`src/fetch_consts.svh`:
```
/* sizing for the fetch unit; FIFO depth and outstanding limit may change,
   the trap vector layout assumes a 32-bit address */
`ifndef FETCH_CONSTS_SVH
`define FETCH_CONSTS_SVH

//////////////////////////////
// datapath

// instruction and address width
`define FETCH_XLEN 32

//////////////////////////////
// prefetch sizing

`define FETCH_FIFO_DEPTH 2       // words held in the prefetch FIFO
`define FETCH_MAX_OUTSTANDING 2  // live granted requests awaiting rvalid

//////////////////////////////
// trap vector layout

`define FETCH_VEC_W 6            // interrupt cause field
`define FETCH_TRAP_BASE_W 24     // upper bits of the trap vector base

`endif

```
`src/fetch_pkg.sv`:
```
/* enum types shared by the fetch unit; encodings follow the core controller */
`default_nettype none

package fetch_pkg;

  // next fetch address source, chosen by the controller on pc_set
  typedef enum logic [3:0] {
    PC_BOOT      = 4'b0000,  // reset vector
    PC_FENCEI    = 4'b0001,  // refetch after fence.i
    PC_JUMP      = 4'b0010,  // jal/jalr resolved in decode
    PC_BRANCH    = 4'b0011,  // conditional branch resolved in execute
    PC_EXCEPTION = 4'b0100,  // trap handler, see exc_pc_mux_e
    PC_MRET      = 4'b0101,
    PC_URET      = 4'b0110,
    PC_DRET      = 4'b0111
  } pc_mux_e;

  // flavour of trap target
  typedef enum logic [2:0] {
    EXC_PC_EXCEPTION = 3'b000,  // synchronous exception, base only
    EXC_PC_IRQ       = 3'b001,  // vectored by cause
    EXC_PC_DBD       = 3'b010   // debug halt entry
  } exc_pc_mux_e;

  // privilege level whose trap base and cause apply
  typedef enum logic [1:0] {
    TRAP_MACHINE = 2'b00,
    TRAP_USER    = 2'b01
  } trap_mux_e;

  // fetch controller
  typedef enum logic [0:0] {
    FETCH_IDLE = 1'b0,  // out of reset, nothing requested yet
    FETCH_WAIT = 1'b1   // streaming words to decode
  } fetch_state_e;

endpackage

`default_nettype wire

```
`src/fetch_stream_if.sv`:
```
/* a word moves on every cycle with valid and ready high; pc belongs to rdata */
`timescale 1ns/1ps
`default_nettype none
`include "fetch_consts.svh"

interface fetch_stream_if;

  logic                   valid;  // word on offer
  logic                   ready;  // consumer takes it this cycle
  logic [`FETCH_XLEN-1:0] rdata;  // instruction word
  logic [`FETCH_XLEN-1:0] pc;     // address it was fetched from

  // producer side, the prefetch buffer
  modport src (output valid, output rdata, output pc, input ready);

  // consumer side, the IF/ID register
  modport dst (input valid, input rdata, input pc, output ready);

endinterface

`default_nettype wire

```
`src/fetch_top.sv`:
```
/* select inputs are sampled only while pc_set_i is high; the bus must
   answer every grant with exactly one in-order rvalid */
`timescale 1ns/1ps
`default_nettype none
`include "fetch_consts.svh"

module fetch_top (
  input  wire logic                          clk,
  input  wire logic                          rst_n,
  input  wire logic                          req_i,
  // next pc sources
  input  wire logic [`FETCH_XLEN-2:0]        boot_addr_i,
  input  wire logic [`FETCH_XLEN-3:0]        dm_halt_addr_i,
  input  wire logic [`FETCH_TRAP_BASE_W-1:0] m_trap_base_addr_i,
  input  wire logic [`FETCH_TRAP_BASE_W-1:0] u_trap_base_addr_i,
  input  wire logic [1:0]                    trap_addr_mux_i,  // trap_mux_e
  input  wire logic [2:0]                    exc_pc_mux_i,     // exc_pc_mux_e
  input  wire logic [`FETCH_VEC_W-1:0]       m_exc_vec_i,
  input  wire logic [`FETCH_VEC_W-1:0]       u_exc_vec_i,
  input  wire logic [`FETCH_XLEN-1:0]        jump_target_id_i,
  input  wire logic [`FETCH_XLEN-1:0]        jump_target_ex_i,
  input  wire logic [`FETCH_XLEN-1:0]        mepc_i,
  input  wire logic [`FETCH_XLEN-1:0]        uepc_i,
  input  wire logic [`FETCH_XLEN-1:0]        depc_i,
  input  wire logic [3:0]                    pc_mux_i,         // pc_mux_e
  input  wire logic                          pc_set_i,
  // decode side
  input  wire logic                          clear_instr_valid_i,
  input  wire logic                          halt_if_i,
  input  wire logic                          id_ready_i,
  output logic                               instr_valid_id_o,
  output logic [`FETCH_XLEN-1:0]             instr_rdata_id_o,
  output logic [`FETCH_XLEN-1:0]             pc_id_o,
  // instruction bus
  output logic                               instr_req_o,
  output logic [`FETCH_XLEN-1:0]             instr_addr_o,
  input  wire logic                          instr_gnt_i,
  input  wire logic                          instr_rvalid_i,
  input  wire logic [`FETCH_XLEN-1:0]        instr_rdata_i,
  output logic                               if_busy_o
);

  fetch_pkg::pc_mux_e     pc_mux;
  fetch_pkg::exc_pc_mux_e exc_pc_mux;
  fetch_pkg::trap_mux_e   trap_mux;
  logic                   branch;       // redirect strobe to prefetch
  logic [`FETCH_XLEN-1:0] branch_addr;

  // plain selects from the ports become typed selects
  assign pc_mux     = fetch_pkg::pc_mux_e'(pc_mux_i);
  assign exc_pc_mux = fetch_pkg::exc_pc_mux_e'(exc_pc_mux_i);
  assign trap_mux   = fetch_pkg::trap_mux_e'(trap_addr_mux_i);

  fetch_stream_if u_stream ();

  pc_select u_pc_select (
    .boot_addr_i        (boot_addr_i),
    .dm_halt_addr_i     (dm_halt_addr_i),
    .m_trap_base_addr_i (m_trap_base_addr_i),
    .u_trap_base_addr_i (u_trap_base_addr_i),
    .trap_addr_mux_i    (trap_mux),
    .exc_pc_mux_i       (exc_pc_mux),
    .m_exc_vec_i        (m_exc_vec_i),
    .u_exc_vec_i        (u_exc_vec_i),
    .jump_target_id_i   (jump_target_id_i),
    .jump_target_ex_i   (jump_target_ex_i),
    .mepc_i             (mepc_i),
    .uepc_i             (uepc_i),
    .depc_i             (depc_i),
    .pc_mux_i           (pc_mux),
    .pc_id_i            (pc_id_o),      // fence.i restarts after the decode word
    .branch_addr_o      (branch_addr)
  );

  prefetch_buffer u_prefetch (
    .clk            (clk),
    .rst_n          (rst_n),
    .branch_i       (branch),
    .branch_addr_i  (branch_addr),
    .out_if         (u_stream.src),
    .instr_req_o    (instr_req_o),
    .instr_addr_o   (instr_addr_o),
    .instr_gnt_i    (instr_gnt_i),
    .instr_rvalid_i (instr_rvalid_i),
    .instr_rdata_i  (instr_rdata_i),
    .busy_o         (if_busy_o)
  );

  if_id_stage u_if_id (
    .clk                 (clk),
    .rst_n               (rst_n),
    .req_i               (req_i),
    .pc_set_i            (pc_set_i),
    .clear_instr_valid_i (clear_instr_valid_i),
    .halt_if_i           (halt_if_i),
    .id_ready_i          (id_ready_i),
    .in_if               (u_stream.dst),
    .branch_o            (branch),
    .instr_valid_id_o    (instr_valid_id_o),
    .instr_rdata_id_o    (instr_rdata_id_o),
    .pc_id_o             (pc_id_o)
  );

endmodule

`default_nettype wire

```
`src/if_id_stage.sv`:
```
/* pc_set_i hides the word on offer in the same cycle; instruction and pc
   registers hold garbage until the first word loads */
`timescale 1ns/1ps
`default_nettype none
`include "fetch_consts.svh"

module if_id_stage (
  input  wire logic              clk,
  input  wire logic              rst_n,
  input  wire logic              req_i,                // core wants instructions
  input  wire logic              pc_set_i,             // redirect from controller
  input  wire logic              clear_instr_valid_i,  // decode consumed the word
  input  wire logic              halt_if_i,
  input  wire logic              id_ready_i,
  fetch_stream_if.dst            in_if,
  output logic                   branch_o,             // load new pc into prefetch
  output logic                   instr_valid_id_o,
  output logic [`FETCH_XLEN-1:0] instr_rdata_id_o,
  output logic [`FETCH_XLEN-1:0] pc_id_o
);

  fetch_pkg::fetch_state_e state_q;
  fetch_pkg::fetch_state_e state_d;
  logic                    offer;     // word presented to decode
  logic                    if_valid;  // word moves into the IF/ID register

  //////////////////////////////
  // fetch controller

  always_comb begin
    state_d  = state_q;
    offer    = 1'b0;
    branch_o = 1'b0;
    unique case (state_q)
      fetch_pkg::FETCH_IDLE: begin
        if (req_i) begin
          branch_o = 1'b1;  // start at the boot address
          state_d  = fetch_pkg::FETCH_WAIT;
        end
      end
      fetch_pkg::FETCH_WAIT: begin
        offer = in_if.valid & req_i;
      end
      default: state_d = fetch_pkg::FETCH_IDLE;
    endcase

    // redirect wins over everything, the current word is stale
    if (pc_set_i) begin
      offer    = 1'b0;
      branch_o = 1'b1;
      state_d  = fetch_pkg::FETCH_WAIT;
    end
  end

  assign if_valid    = offer & id_ready_i & ~halt_if_i;
  assign in_if.ready = if_valid;  // stalled decode back-pressures the FIFO

  always_ff @(posedge clk or negedge rst_n) begin
    if (!rst_n) begin
      state_q          <= fetch_pkg::FETCH_IDLE;
      instr_valid_id_o <= 1'b0;
    end else begin
      state_q <= state_d;
      if (if_valid) begin
        instr_valid_id_o <= 1'b1;
      end else if (clear_instr_valid_i) begin
        instr_valid_id_o <= 1'b0;
      end
    end
  end

  // IF/ID payload, frozen while decode stalls
  always_ff @(posedge clk) begin
    if (if_valid) begin
      instr_rdata_id_o <= in_if.rdata;
      pc_id_o          <= in_if.pc;
    end
  end

endmodule

`default_nettype wire

```
`src/pc_select.sv`:
```
/* combinational only; the vectored IRQ target is 33 bits wide and loses the
   top trap base bit, bit 0 of the result is always zero */
`timescale 1ns/1ps
`default_nettype none
`include "fetch_consts.svh"

module pc_select (
  input  wire logic [`FETCH_XLEN-2:0]        boot_addr_i,       // halfword aligned
  input  wire logic [`FETCH_XLEN-3:0]        dm_halt_addr_i,    // word aligned
  input  wire logic [`FETCH_TRAP_BASE_W-1:0] m_trap_base_addr_i,
  input  wire logic [`FETCH_TRAP_BASE_W-1:0] u_trap_base_addr_i,
  input  wire fetch_pkg::trap_mux_e          trap_addr_mux_i,
  input  wire fetch_pkg::exc_pc_mux_e        exc_pc_mux_i,
  input  wire logic [`FETCH_VEC_W-1:0]       m_exc_vec_i,       // machine irq cause
  input  wire logic [`FETCH_VEC_W-1:0]       u_exc_vec_i,       // user irq cause
  input  wire logic [`FETCH_XLEN-1:0]        jump_target_id_i,
  input  wire logic [`FETCH_XLEN-1:0]        jump_target_ex_i,
  input  wire logic [`FETCH_XLEN-1:0]        mepc_i,
  input  wire logic [`FETCH_XLEN-1:0]        uepc_i,
  input  wire logic [`FETCH_XLEN-1:0]        depc_i,
  input  wire fetch_pkg::pc_mux_e            pc_mux_i,
  input  wire logic [`FETCH_XLEN-1:0]        pc_id_i,           // pc of the word in decode
  output logic [`FETCH_XLEN-1:0]             branch_addr_o
);

  logic [`FETCH_TRAP_BASE_W-1:0] trap_base;   // base of the active privilege
  logic [`FETCH_VEC_W-1:0]       exc_vec;     // cause of the active privilege
  logic [`FETCH_XLEN:0]          irq_full;    // one bit wider than an address
  logic [`FETCH_XLEN-1:0]        exc_pc;      // trap or debug entry point
  logic [`FETCH_XLEN-1:0]        fetch_addr;

  //////////////////////////////
  // trap target

  always_comb begin
    unique case (trap_addr_mux_i)
      fetch_pkg::TRAP_USER: begin
        trap_base = u_trap_base_addr_i;
        exc_vec   = u_exc_vec_i;
      end
      default: begin  // machine mode
        trap_base = m_trap_base_addr_i;
        exc_vec   = m_exc_vec_i;
      end
    endcase
  end

  // base, zero bit, cause, word offset
  assign irq_full = {trap_base, 1'b0, exc_vec, 2'b00};

  always_comb begin
    unique case (exc_pc_mux_i)
      fetch_pkg::EXC_PC_IRQ: exc_pc = irq_full[`FETCH_XLEN-1:0];  // msb falls off
      fetch_pkg::EXC_PC_DBD: exc_pc = {dm_halt_addr_i, 2'b00};
      default:               exc_pc = {trap_base, 8'h00};  // all exceptions share base
    endcase
  end

  //////////////////////////////
  // next fetch address

  always_comb begin
    unique case (pc_mux_i)
      fetch_pkg::PC_JUMP:      fetch_addr = jump_target_id_i;
      fetch_pkg::PC_BRANCH:    fetch_addr = jump_target_ex_i;
      fetch_pkg::PC_EXCEPTION: fetch_addr = exc_pc;
      fetch_pkg::PC_MRET:      fetch_addr = mepc_i;   // return from machine trap
      fetch_pkg::PC_URET:      fetch_addr = uepc_i;   // return from user trap
      fetch_pkg::PC_DRET:      fetch_addr = depc_i;   // leave debug mode
      fetch_pkg::PC_FENCEI:    fetch_addr = pc_id_i + `FETCH_XLEN'(4);  // refetch next word
      default:                 fetch_addr = {boot_addr_i, 1'b0};
    endcase
  end

  assign branch_addr_o = {fetch_addr[`FETCH_XLEN-1:1], 1'b0};

endmodule

`default_nettype wire

```
`src/prefetch_buffer.sv`:
```
/* needs an in-order bus with exactly one rvalid per grant; the FIFO is not
   fall-through, so a word reaches out_if one cycle after its rvalid */
`timescale 1ns/1ps
`default_nettype none
`include "fetch_consts.svh"

module prefetch_buffer (
  input  wire logic                   clk,
  input  wire logic                   rst_n,
  input  wire logic                   branch_i,        // redirect strobe
  input  wire logic [`FETCH_XLEN-1:0] branch_addr_i,
  fetch_stream_if.src                 out_if,
  output logic                        instr_req_o,
  output logic [`FETCH_XLEN-1:0]      instr_addr_o,
  input  wire logic                   instr_gnt_i,
  input  wire logic                   instr_rvalid_i,
  input  wire logic [`FETCH_XLEN-1:0] instr_rdata_i,
  output logic                        busy_o
);

  localparam int DEPTH   = `FETCH_FIFO_DEPTH;
  localparam int OUT_CAP = 2 * `FETCH_MAX_OUTSTANDING;  // live plus stale
  localparam int PTR_W   = (DEPTH > 1) ? $clog2(DEPTH) : 1;
  localparam int FCNT_W  = $clog2(DEPTH + 1);
  localparam int OCNT_W  = $clog2(OUT_CAP + 1);
  localparam int SUM_W   = FCNT_W + OCNT_W;

  // request side
  logic                   active_q;     // set by the first branch after reset
  logic [`FETCH_XLEN-1:0] addr_q;       // next address to request
  logic                   gnt_acc;      // request taken by the bus
  logic [SUM_W-1:0]       credit_used;  // FIFO slots spoken for

  // response tracking
  logic [OCNT_W-1:0]      out_q;        // granted, rvalid still due
  logic [OCNT_W-1:0]      out_d;
  logic [OCNT_W-1:0]      disc_q;       // of those, still to be dropped
  logic [OCNT_W-1:0]      live_cnt;     // responses that will be kept
  logic [`FETCH_XLEN-1:0] resp_pc_q;    // pc of the next kept response
  logic                   push;
  logic                   pop;

  // FIFO storage
  logic [`FETCH_XLEN-1:0] mem_data [DEPTH];
  logic [`FETCH_XLEN-1:0] mem_pc   [DEPTH];
  logic [PTR_W-1:0]       wr_ptr_q;
  logic [PTR_W-1:0]       rd_ptr_q;
  logic [FCNT_W-1:0]      fcnt_q;

  // wraps at DEPTH, which need not be a power of two
  function automatic logic [PTR_W-1:0] ptr_inc(input logic [PTR_W-1:0] p);
    if (p == PTR_W'(DEPTH - 1)) begin
      return '0;
    end
    return p + PTR_W'(1);
  endfunction

  //////////////////////////////
  // request generation

  assign live_cnt    = out_q - disc_q;
  assign credit_used = SUM_W'(fcnt_q) + SUM_W'(live_cnt);

  // only words already owed a FIFO slot may be in flight
  assign instr_req_o = active_q
                     && (live_cnt < OCNT_W'(`FETCH_MAX_OUTSTANDING))
                     && (credit_used < SUM_W'(DEPTH))
                     && (out_q < OCNT_W'(OUT_CAP));
  assign instr_addr_o = addr_q;
  assign gnt_acc      = instr_req_o & instr_gnt_i;

  assign out_d = out_q + OCNT_W'(gnt_acc) - OCNT_W'(instr_rvalid_i);

  // stale words never enter the FIFO, nor does anything during a redirect
  assign push = instr_rvalid_i && (disc_q == '0) && !branch_i;
  assign pop  = out_if.valid && out_if.ready;

  assign busy_o = (out_q != '0) || instr_req_o;

  always_ff @(posedge clk or negedge rst_n) begin
    if (!rst_n) begin
      active_q  <= 1'b0;
      addr_q    <= '0;
      resp_pc_q <= '0;
      out_q     <= '0;
      disc_q    <= '0;
    end else begin
      out_q <= out_d;
      if (branch_i) begin
        active_q  <= 1'b1;
        addr_q    <= branch_addr_i;  // replaces any ungranted request
        resp_pc_q <= branch_addr_i;
        disc_q    <= out_d;          // a grant in this cycle is stale too
      end else begin
        if (gnt_acc) begin
          addr_q <= addr_q + `FETCH_XLEN'(4);
        end
        if (push) begin
          resp_pc_q <= resp_pc_q + `FETCH_XLEN'(4);
        end
        if (instr_rvalid_i && (disc_q != '0)) begin
          disc_q <= disc_q - OCNT_W'(1);  // one stale word gone
        end
      end
    end
  end

  //////////////////////////////
  // FIFO

  always_ff @(posedge clk) begin
    if (push) begin
      mem_data[wr_ptr_q] <= instr_rdata_i;
      mem_pc[wr_ptr_q]   <= resp_pc_q;
    end
  end

  always_ff @(posedge clk or negedge rst_n) begin
    if (!rst_n) begin
      wr_ptr_q <= '0;
      rd_ptr_q <= '0;
      fcnt_q   <= '0;
    end else if (branch_i) begin  // flush
      wr_ptr_q <= '0;
      rd_ptr_q <= '0;
      fcnt_q   <= '0;
    end else begin
      if (push) begin
        wr_ptr_q <= ptr_inc(wr_ptr_q);
      end
      if (pop) begin
        rd_ptr_q <= ptr_inc(rd_ptr_q);
      end
      fcnt_q <= fcnt_q + FCNT_W'(push) - FCNT_W'(pop);
    end
  end

  assign out_if.valid = (fcnt_q != '0);
  assign out_if.rdata = mem_data[rd_ptr_q];
  assign out_if.pc    = mem_pc[rd_ptr_q];

endmodule

`default_nettype wire

```
`config.mk`:
```
export PLATFORM = sky130hd
export DESIGN_NAME = fetch_top
export DESIGN_NICKNAME = d
export VERILOG_FILES = /design/src/fetch_pkg.sv /design/src/fetch_stream_if.sv /design/src/fetch_top.sv /design/src/if_id_stage.sv /design/src/pc_select.sv /design/src/prefetch_buffer.sv
export VERILOG_INCLUDE_DIRS = /design/src
export SDC_FILE = /design/constraint.sdc
export NUM_CORES = 1
export LEC_CHECK = 0
export ABC_AREA = 1
export BUFFER_PORTS_ARGS = -buffer_cell sky130_fd_sc_hd__buf_2
export CELL_PAD_IN_SITES_DETAIL_PLACEMENT = 0
export CELL_PAD_IN_SITES_GLOBAL_PLACEMENT = 1
export CORE_UTILIZATION = 39
export CTS_BUF_LIST = sky130_fd_sc_hd__clkbuf_8
export CTS_CLUSTER_SIZE = 40
export DETAILED_ROUTE_END_ITERATION = 8
export GPL_ROUTABILITY_DRIVEN = 1
export PLACE_DENSITY_LB_ADDON = 0.15
export SLEW_MARGIN = 10
export SYNTH_ARGS = -nofsm -noshare
export SYNTH_HDL_FRONTEND = slang
export SYNTH_SLANG_ARGS = --single-unit
```
`constraint.sdc`:
```
create_clock -name clk -period 6 [get_ports clk]
set_input_delay 1.8 -clock clk [delete_from_list [all_inputs] [get_ports clk]]
set_output_delay 1.8 -clock clk [all_outputs]
set_load 0.005 [all_outputs]
```
==> results of run 1 <==
-- flip-flops by register name (all words and copies together) (netlist names) --
| signal | cells |
|---|---|
| u_if_id.instr_valid_id_o | 1 |
| u_prefetch.resp_pc_q | 31 |
| u_prefetch.instr_addr_o | 31 |
| u_prefetch.mem_pc | 62 |
| u_if_id.instr_rdata_id_o | 32 |
| u_prefetch.rd_ptr_q | 1 |
| u_prefetch.wr_ptr_q | 1 |
| u_if_id.state_q | 1 |
| u_prefetch.fcnt_q | 2 |
| u_prefetch.out_q | 3 |
| u_if_id.pc_id_o | 31 |
| u_prefetch.mem_data | 64 |
| u_prefetch.active_q | 1 |
| u_prefetch.disc_q | 3 |
-- cell families after synthesis --
family,synth area share
AND/OR/NAND/NOR,0.351
flip-flops,0.488
buffers and inverters,0.0663
AO/OA/AOI/OAI,0.0651
XOR/XNOR,0.0164
adder cells (fa/ha/maj),0.0120
other,0.000243
-- cell type report --
class / instances / area, um^2 / share of cell area
Antenna cell: 6 / 15.0 / 0.000797
Clock buffer: 45 / 619 / 0.0329
Clock inverter: 35 / 267 / 0.0142
Inverter: 152 / 574 / 0.0305
Multi-Input combinational cell: 1549 / 6910 / 0.367
Sequential cell: 264 / 7550 / 0.401
Tap cell: 518 / 648 / 0.0344
Timing Repair Buffer: 440 / 2250 / 0.119
-- cells in the final DEF, fill, tap and decap left out, types with 2 or more instances in the layout --
master,synthesis,layout
nand2_1,799,799
buf_2,25,421
nor2_1,236,234
edfxtp_1,189,189
nand3_1,188,188
inv_1,140,157
o21ai_0,89,89
dfrtp_1,75,74
a21oi_1,71,71
clkbuf_8,0,45
nor3_1,22,22
xor2_1,22,22
nand4_1,22,22
buf_4,12,19
or2_2,12,12
inv_2,10,11
nand3b_1,11,11
ha_1,10,10
clkinv_2,1,8
xnor2_1,7,7
diode_2,0,6
nand2_2,6,6
o21ai_1,6,6
nor2_4,3,5
nor2_2,5,5
o21bai_1,5,5
and2_1,5,4
a31oi_1,4,4
bufinv_16,0,4
o211ai_1,3,3
fa_1,3,3
clkinv_1,0,3
nor3b_1,2,2
o21ai_2,2,2
a21oi_2,2,2
conb_1,1,2
-- through the flow --
stage | instance area (um^2) | power (mW)
floorplan | 15500 | 3.03
global placement | 17900 | 3.47
detailed placement | 17900 | 3.50
CTS | 18800 | 5.13
global route | 18800 | 5.37
finish | 18800 | 5.08
-- report_power, final --
| part | switching (mW) | total [mW] | internal, mW |
|---|---|---|---|
| clock network | 0.738 | 1.61 | 0.877 |
| logic | 0.678 | 1.09 | 0.412 |
| registers | 0.209 | 2.37 | 2.17 |
-- routing by layer --
layer,up-vias,track usage,part of all wire
met3,60,0.0377,0.058
met2,508,0.491,0.50
met5,-,0,0.00021
met4,2,0.0722,0.020
li1,7462,-,-
met1,7060,0.371,0.43
-- synthesized netlist by cell type (all sizes together) --
library cell	number	share of area
nand2	806	0.20
nor2	244	0.061
nand3	190	0.063
edfxtp	189	0.37
inv	151	0.037
o21ai	97	0.032
dfrtp	75	0.12
a21oi	73	0.024
buf	49	0.022
clkbuf	29	0.0070
nor3	23	0.0078
nand4	22	0.0089
xor2	22	0.012
or2	13	0.0053
nand3b	11	0.0053
ha	10	0.0081
xnor2	7	0.0040
o21bai	6	0.0032
and2	5	0.0020
a31oi	4	0.0016
fa	3	0.0039
o211ai	3	0.0015
nor3b	2	0.00097
a21boi	1	0.00049
a21o	1	0.00049
a22oi	1	0.00049
clkinv	1	0.00032
conb	1	0.00024
o21a	1	0.00049
o221ai	1	0.00057
o22ai	1	0.00040
-- worst max-delay path by stage --
stage / start / depth (start not counted) / to
after floorplan: pc_set_i / 5 / u_prefetch.mem_data[0][0]
after global placement: instr_rvalid_i / 6 / u_prefetch.mem_data[0][6]
after detailed placement: instr_rvalid_i / 6 / u_prefetch.mem_data[0][6]
after CTS: u_prefetch.out_q[0] / 11 / instr_req_o
after global routing: u_prefetch.out_q[0] / 11 / instr_req_o
final: u_prefetch.out_q[0] / 11 / instr_req_o
==> impl_results.md, run 1 <==
- CP required: 4200 ps
- Crit end category: primary output
- Routability cong.: 0.963
- Slowest CP cell: fa_1
- Buf+Inv Stages, Crit Path: 6
- Initial core utilization: 0.397
- Vias: 15,092
- Max incr delay on CP: 500 ps
- Clock transition at path regs: 70 ps
- Hold Path Class: flip-flop to flip-flop
- Vias/cell: 5.02
- Standard-cell rows: 72
- Hold WS: 471 ps
- CTS tree: done
- Crit start category: flip-flop
- Status: finished clean
- Worst path most repeated cell: inv_1
- Core Box Area: 0.0389 mm^2
- Rel. slew slack: 0.295
- Antenna violations before repair: 7
- H-tree level count: 2
- Yosys cell types: 48
- PortBufs: 422
- Post-CTS Setup Inserts: 0
- Final nets: 2,794
- Worst vdd ir: 0.161 mV
- Synth Warn #: 0
- Grt ovf: 0
- Slew Viols, Final: 0
- CTS max path bufs: 3
- Die W: 201 um
- CP max FO: 3
- DR pass1 iterations: 7
- Worst skew pair latency: 580 ps
- Hold_sp: u_prefetch.active_q
- FF-to-FF path depth: 19
- Cells after Synth: 2,042
- Layout fillers: 4,104
- Share of cells above drive strength 1: 0.222
- CP delay by family, top: adder cells
- HPWL after DPL: 45,400 um
- Routed wire length: 58,300 um
- Seq/Total Area, Yosys: 0.488
- Clock sink count: 264
- FF-to-FF Start: u_prefetch.out_q[0]
- Dpl cells: 2,923
- Clock root cell: clkbuf_8
- Fin util: 0.484
- Worst Skew: 32.3 ps
- Critical path, cell by cell: inv_1 -> ha_1 -> inv_1 -> fa_1 -> inv_1 -> fa_1 -> nand3_1 -> inv_1 -> nand3_1 -> inv_1 -> buf_2
- Die span in y: 201 um
- Io pins: 430
- Fmax: 226 MHz
- Syn-to-layout area delta: 21.8%
- Largest net degree at the start of global routing: 64
- Starting DRC count in detailed routing: 1,092
- Setup TNS: 0 ps
- TritonCTS Buffers: 43
- Period utilisation layout: 0.738
- Avg WL per Cell: 19.4 um
- Fin cells: 3,009
- FF+latch count, synth: 264
- Global-route wire length before repair: 86,500 um
- Hold Vio Cnt, Final: 0
- Mean post-synth cell area: 7.57 um^2
- Min Tclk post-route: 4430 ps
- Post-synthesis cell area: 0.0155 mm^2
- Hold Crit Depth: 1
- Arrival @ worst endpoint: 2630 ps
- DRC violations left: 0
- PwrDens: 270 mW/mm^2
- GRT Overall Usage: 0.283
- Reg2reg setup slack: 2010 ps
- RSZ-0062 raised after global routing: false
- Final setup violation count: 0
- Worst-Margin Slew: 1050 ps
- Hold_buf cts: 0
- FF-to-FF End: u_prefetch.disc_q[2]
- Maxcap violations: 0
- Leak Pwr: 8.85 nW
- Vias in the first global route: 14,256
- Final WS setup: 1570 ps
- Post-Place Setup Slack: 1510 ps
- Crit Path Category: flip-flop to primary output
- Hold Path Sink: u_prefetch.active_q
- ANT nets after route: 0
- Die ar.: 0.0405 mm^2
- Post-CTS resize count: 0
Note: power is estimated with default switching activity, not from simulation.
==> run 2, diff against run 1 <==
==> constraint.sdc (replaced) <==
create_clock -name clk -period 4.5 [get_ports clk]
set_input_delay 1.35 -clock clk [delete_from_list [all_inputs] [get_ports clk]]
set_output_delay 1.35 -clock clk [all_outputs]
set_load 0.005 [all_outputs]
==> run 2 against run 1 <==
Against the previous run:
- clock power is 25% higher
- clock-buffer cell count is 6 higher
- worst hold slack better by 8.0 ps
- routed wire length is 0.21% lower
- critical path depth stayed put
- sequential cell count stayed put
- setup slack worse by 1100 ps
- first-iteration DRC count is 1.0% lower
- sequential share of layout area is 0.20 points lower
- utilization is 0.24 points higher
- register-to-register slack worse by 1100 ps
- global-route usage is 0.072 points higher
- critical path type unchanged
- largest power group unchanged
==> impl_results.md, run 2 (same netlist as run 1, synthesis figures left out) <==
- Buf+Inv Stages, Crit Path: 6
- Max incr delay on CP: 510 ps
- Hold_buf cts: 0
- Post-CTS resize count: 0
- Largest regs: u_prefetch.mem_data x64, u_prefetch.mem_pc x62, u_if_id.instr_rdata_id_o x32
- Final setup violation count: 0
- M3 GR Usage: 0.0371
- Hold Vio Cnt, Final: 0
- Crit start category: flip-flop
- Initial core utilization: 0.397
- Vias: 15,145
- DR pass1 iterations: 5
- Fin util: 0.486
- CP required: 3150 ps
- Top reg by flops: u_prefetch.mem_data
- Die W: 201 um
- Share of cells above drive strength 1: 0.224
- Global-route wire length before repair: 86,700 um
- Hold Path Class: flip-flop to flip-flop
- Die ar.: 0.0405 mm^2
- Routability cong.: 0.951
- Routed wire length: 58,100 um
- Clock transition at path regs: 60 ps
- GRT Overall Usage: 0.284
- Busiest grt layer: met2
- Antenna violations before repair: 9
- Die span in y: 201 um
- Met1 global-route usage: 0.376
- GR Util met2: 0.479
- Fmax: 249 MHz
- Period utilisation layout: 0.892
- Grt ovf: 0
- CTS tree: done
- Tot Pwr: 6.67 mW
- Setup TNS: 0 ps
- Maxcap violations: 0
- Post-CTS Setup Inserts: 0
- Number of flip-flops in the largest register: 64
- Crit end category: primary output
- Critical path, cell by cell: inv_1 -> ha_1 -> inv_1 -> fa_1 -> inv_1 -> fa_1 -> nand3_1 -> inv_1 -> nand3_1 -> inv_1 -> buf_2
- Starting DRC count in detailed routing: 1,081
- H-tree level count: 2
- Leak Pwr: 8.91 nW
- Worst skew pair latency: 580 ps
- PortBufs: 422
- Min Tclk post-route: 4010 ps
- Core Box Area: 0.0389 mm^2
- Most frequent cells in the layout: 799 x nand2_1, 421 x buf_2, 234 x nor2_1
- Vias/cell: 5.01
- ANT nets after route: 0
- Vias in the first global route: 14,485
- Rel. slew slack: 0.311
- RSZ-0062 raised after global routing: false
- HPWL after DPL: 45,000 um
- CP delay by family, top: adder cells
- Clock root cell: clkbuf_8
- Commonest non-fill, non-tap cell in the layout: nand2_1
- Fin area: 0.0189 mm^2
- CP max FO: 3
- Arrival @ worst endpoint: 2660 ps
- PwrDens: 352 mW/mm^2
- Standard-cell rows: 72
- TritonCTS Buffers: 44
- Worst Skew: 40.5 ps
- Worst path most repeated cell: inv_1
- Crit Path Category: flip-flop to primary output
- Largest net degree at the start of global routing: 76
- Worst vdd ir: 0.255 mV
- Status: finished clean
- CTS max path bufs: 3
- Cell Area, Placed: 0.0181 mm^2
- Slowest CP cell: fa_1
- Io pins: 430
- Slew Viols, Final: 0
- Final nets: 2,805
- Hold WS: 479 ps
- Syn-to-layout area delta: 22.4%
- Avg WL per Cell: 19.2 um
- DRC violations left: 0
- Clock sink count: 264
- Worst-Margin Slew: 1030 ps
[run 2: through the flow]
| stage | setup slack, ps | std cells |
|---|---|---|
| final | 488 | 3022 |
| after global routing | 324 | 3022 |
| after CTS | 426 | 3014 |
| after detailed placement | 894 | 2933 |
| after global placement | 968 | 2933 |
| after floorplan | 668 | 2043 |
[run 2: final timing paths]
check                                    startpoint                     endpoint  slack (ps)  cells after the start
setup / recovery                u_prefetch.out_q[0]                  instr_req_o         490                     11
hold / removal             u_prefetch.mem_pc[1][17]          u_if_id.pc_id_o[17]         480                      2
setup reg to reg                u_prefetch.out_q[0]         u_prefetch.disc_q[2]         890                     19
hold reg to reg            u_prefetch.mem_pc[1][17]          u_if_id.pc_id_o[17]         480                      2
max in group asynchronous                     rst_n      u_prefetch.resp_pc_q[8]        2840                      1
min in group asynchronous                     rst_n  u_prefetch.instr_addr_o[27]         920                      1
[run 2: worst register-to-register path, cell delays in order (launching register included)]
cell and delay, ps:
dfrtp_1 390, inv_1 60, ha_1 130, inv_1 50, fa_1 480, inv_1 70, fa_1 510, nand3_1 80
inv_1 60, nand3_1 80, inv_1 80, nand2_1 80, ha_1 280, inv_1 40, ha_1 190, fa_1 380
xnor2_1 170, xor2_1 200, nor2_1 60, o22ai_1 140
[run 2: layout make-up]
class                           instances  area (um^2)
Clock buffer                           51          702
Tap cell                              518          648
Timing Repair Buffer                  450         2370
Sequential cell                       264         7550
Multi-Input combinational cell       1549         6910
Fill cell                            4063        20000
Inverter                              152          574
Antenna cell                            8         20.0
Clock inverter                         30          140
[run 2: power breakdown]
part           switching, mW  leakage [nW]  internal [mW]
registers              0.282          2.61           2.89
logic                  0.916          5.78          0.570
clock network          0.966         0.518           1.04
[run 2: routing by layer]
metal  vias to the layer above  share of wire  wire [um]
li1                       7485              -          -
met1                      7035           0.43      25200
met5                         -        0.00028         16
met2                       552           0.48      28000
met4                         2          0.024       1420
met3                        71          0.060       3490
==> run 3, diff against run 2 <==
--- a/config.mk
+++ b/config.mk
@@ -10,7 +10,7 @@
 export BUFFER_PORTS_ARGS = -buffer_cell sky130_fd_sc_hd__buf_2
 export CELL_PAD_IN_SITES_DETAIL_PLACEMENT = 0
 export CELL_PAD_IN_SITES_GLOBAL_PLACEMENT = 1
-export CORE_UTILIZATION = 39
+export CORE_UTILIZATION = 35
 export CTS_BUF_LIST = sky130_fd_sc_hd__clkbuf_8
 export CTS_CLUSTER_SIZE = 40
 export DETAILED_ROUTE_END_ITERATION = 8
==> constraint.sdc (replaced) <==
create_clock -name clk -period 3.6 [get_ports clk]
set_input_delay 1.08 -clock clk [delete_from_list [all_inputs] [get_ports clk]]
set_output_delay 1.08 -clock clk [all_outputs]
set_load 0.005 [all_outputs]
==> run 3 against run 2 <==
Against the previous run:
- the run now ends with setup timing left
- critical path depth stayed put
- cell area grew 1.8%
- setup slack worse by 600 ps
- critical path type unchanged
- largest power group unchanged
- highest routed layer unchanged
==> impl_results.md, run 3 (same netlist as run 1, synthesis figures left out) <==
- Status: finished with violations
- Failing checks: setup timing
- Standard-cell rows: 76
- Routed wire length: 59,500 um
- CP delay by family, top: adder cells
- Core Box Area: 0.0434 mm^2
- Final nets: 2,829
- Global-route wire length before repair: 87,600 um
- Worst Skew: 44.8 ps
- Vias: 15,302
- PortBufs: 422
- Fin area: 0.0193 mm^2
- Die W: 212 um
- Clock sink count: 264
- Vias/cell: 4.93
- Crit end category: primary output
- H-tree level count: 2
- Reg2reg setup slack: 50 ps
- Worst vdd ir: 0.274 mV
- Final setup violation count: 2
- Slowest CP cell: fa_1
- GRT Overall Usage: 0.260
- Clock root cell: clkbuf_8
- Worst-Margin Slew: 986 ps
- Rel. slew slack: 0.340
- Critical path, cell by cell: inv_1 -> ha_1 -> inv_1 -> fa_1 -> inv_2 -> fa_1 -> nand3_1 -> inv_1 -> nand3_2 -> nand2_1 -> buf_2
- Starting DRC count in detailed routing: 1,229
- Crit start category: flip-flop
- Syn-to-layout area delta: 24.6%
- Maxcap violations: 0
- Commonest non-fill, non-tap cell in the layout: nand2_1
- Number of flip-flops in the largest register: 64
- TritonCTS Buffers: 44
- Antenna violations before repair: 8
- Buf+Inv Stages, Crit Path: 5
- PwrDens: 440 mW/mm^2
- Arrival @ worst endpoint: 2630 ps
- Cell Area, Placed: 0.0183 mm^2
- Hold Vio Cnt, Final: 0
- Min Tclk post-route: 3710 ps
- Slew Viols, Final: 0
- Io pins: 430
- CTS max path bufs: 3
- ANT nets after route: 0
- Hold Path Class: flip-flop to flip-flop
- DRC violations left: 0
- Crit Path Category: flip-flop to primary output
- Avg WL per Cell: 19.1 um
- RSZ-0062 raised after global routing: true
- Clock transition at path regs: 60 ps
- Most frequent cells in the layout: 798 x nand2_1, 420 x buf_2, 234 x nor2_1
- Worst skew pair latency: 580 ps
- Routability cong.: 0.983
- Initial core utilization: 0.357
- CTS tree: done
- Die ar.: 0.0450 mm^2
- Top reg by flops: u_prefetch.mem_data
- Hold_buf cts: 0
- Setup TNS: -210 ps
- Worst path most repeated cell: inv_1
- Share of cells above drive strength 1: 0.236
- Grt ovf: 0
- Fmax: 269 MHz
- Final WS setup: -111 ps
- DR pass1 iterations: 5
- Largest regs: u_prefetch.mem_data x64, u_prefetch.mem_pc x62, u_if_id.instr_rdata_id_o x32
- Layout fillers: 4,568
- Die span in y: 212 um
- CP max FO: 2
- HPWL after DPL: 47,300 um
- Post-Place Setup Slack: -6.84 ps
- Fin util: 0.444
- Period utilisation layout: 1.03
- CP required: 2520 ps
- Largest net degree at the start of global routing: 76
- Leak Pwr: 9.03 nW
- Max incr delay on CP: 490 ps
- Vias in the first global route: 14,765
[run 3: changes by cell type in the layout (fill, tap and decap cells not counted), moves of 2 or more]
cell	previous run	this run
ha_4	0	2
diode_2	8	4
inv_1	162	154
buf_4	25	47
inv_2	11	14
ha_1	10	8
clkinv_2	3	7
buf_12	4	6
clkbuf_8	51	48
clkinv_8	0	2
[run 3: what timing repair did]
item / 4_1_cts / 5_1_grt
setup endpoints to repair: 3 / 4
endpoints found under the hold margin: 0 / 0
gates cloned: 0 / 0
pin swaps: 4 / 4
gates resized for setup: 10 / 3
setup buffers: 2 / 1
[run 3: report_power, final]
group / internal (mW) / switching, mW
Combinational: 0.789 / 1.19
Sequential: 3.61 / 0.359
Clock: 1.31 / 1.22
[run 3: stage by stage]
step / hold slack (ps) / std cells / total power [mW]
after floorplan: 440 / 2043 / 5.05
after global placement: 459 / 3021 / 5.87
after detailed placement: 455 / 3021 / 5.90
after CTS: 476 / 3102 / 8.54
after global routing: 490 / 3106 / 8.97
final: 475 / 3107 / 8.48
[run 3: final timing paths]
kind,from,endpoint,cells past startpoint
setup / recovery,u_prefetch.out_q[0],if_busy_o,11
hold / removal,u_prefetch.active_q,u_prefetch.active_q,1
setup reg to reg,u_prefetch.out_q[0],u_prefetch.disc_q[2],20
hold reg to reg,u_prefetch.active_q,u_prefetch.active_q,1
max in group asynchronous,rst_n,u_prefetch.wr_ptr_q,2
min in group asynchronous,rst_n,u_prefetch.resp_pc_q[22],2
[run 3: cell type report]
class,count,area (um^2),share of cell area
tap,585,732,0.0380
antenna,4,10.0,0.000520
clock inverter,31,184,0.00955
inverter,152,574,0.0298
multi-input combinational,1549,6960,0.361
sequential,264,7550,0.392
clock buffer,48,661,0.0343
timing repair buffer,474,2590,0.134
[run 3: layer usage]
layer	up-vias	share of wire	global-route usage
met1	7061	0.42	0.326
li1	7537	-	-
met3	117	0.066	0.0409
met2	581	0.47	0.443
met5	-	0.00074	0
met4	6	0.042	0.112
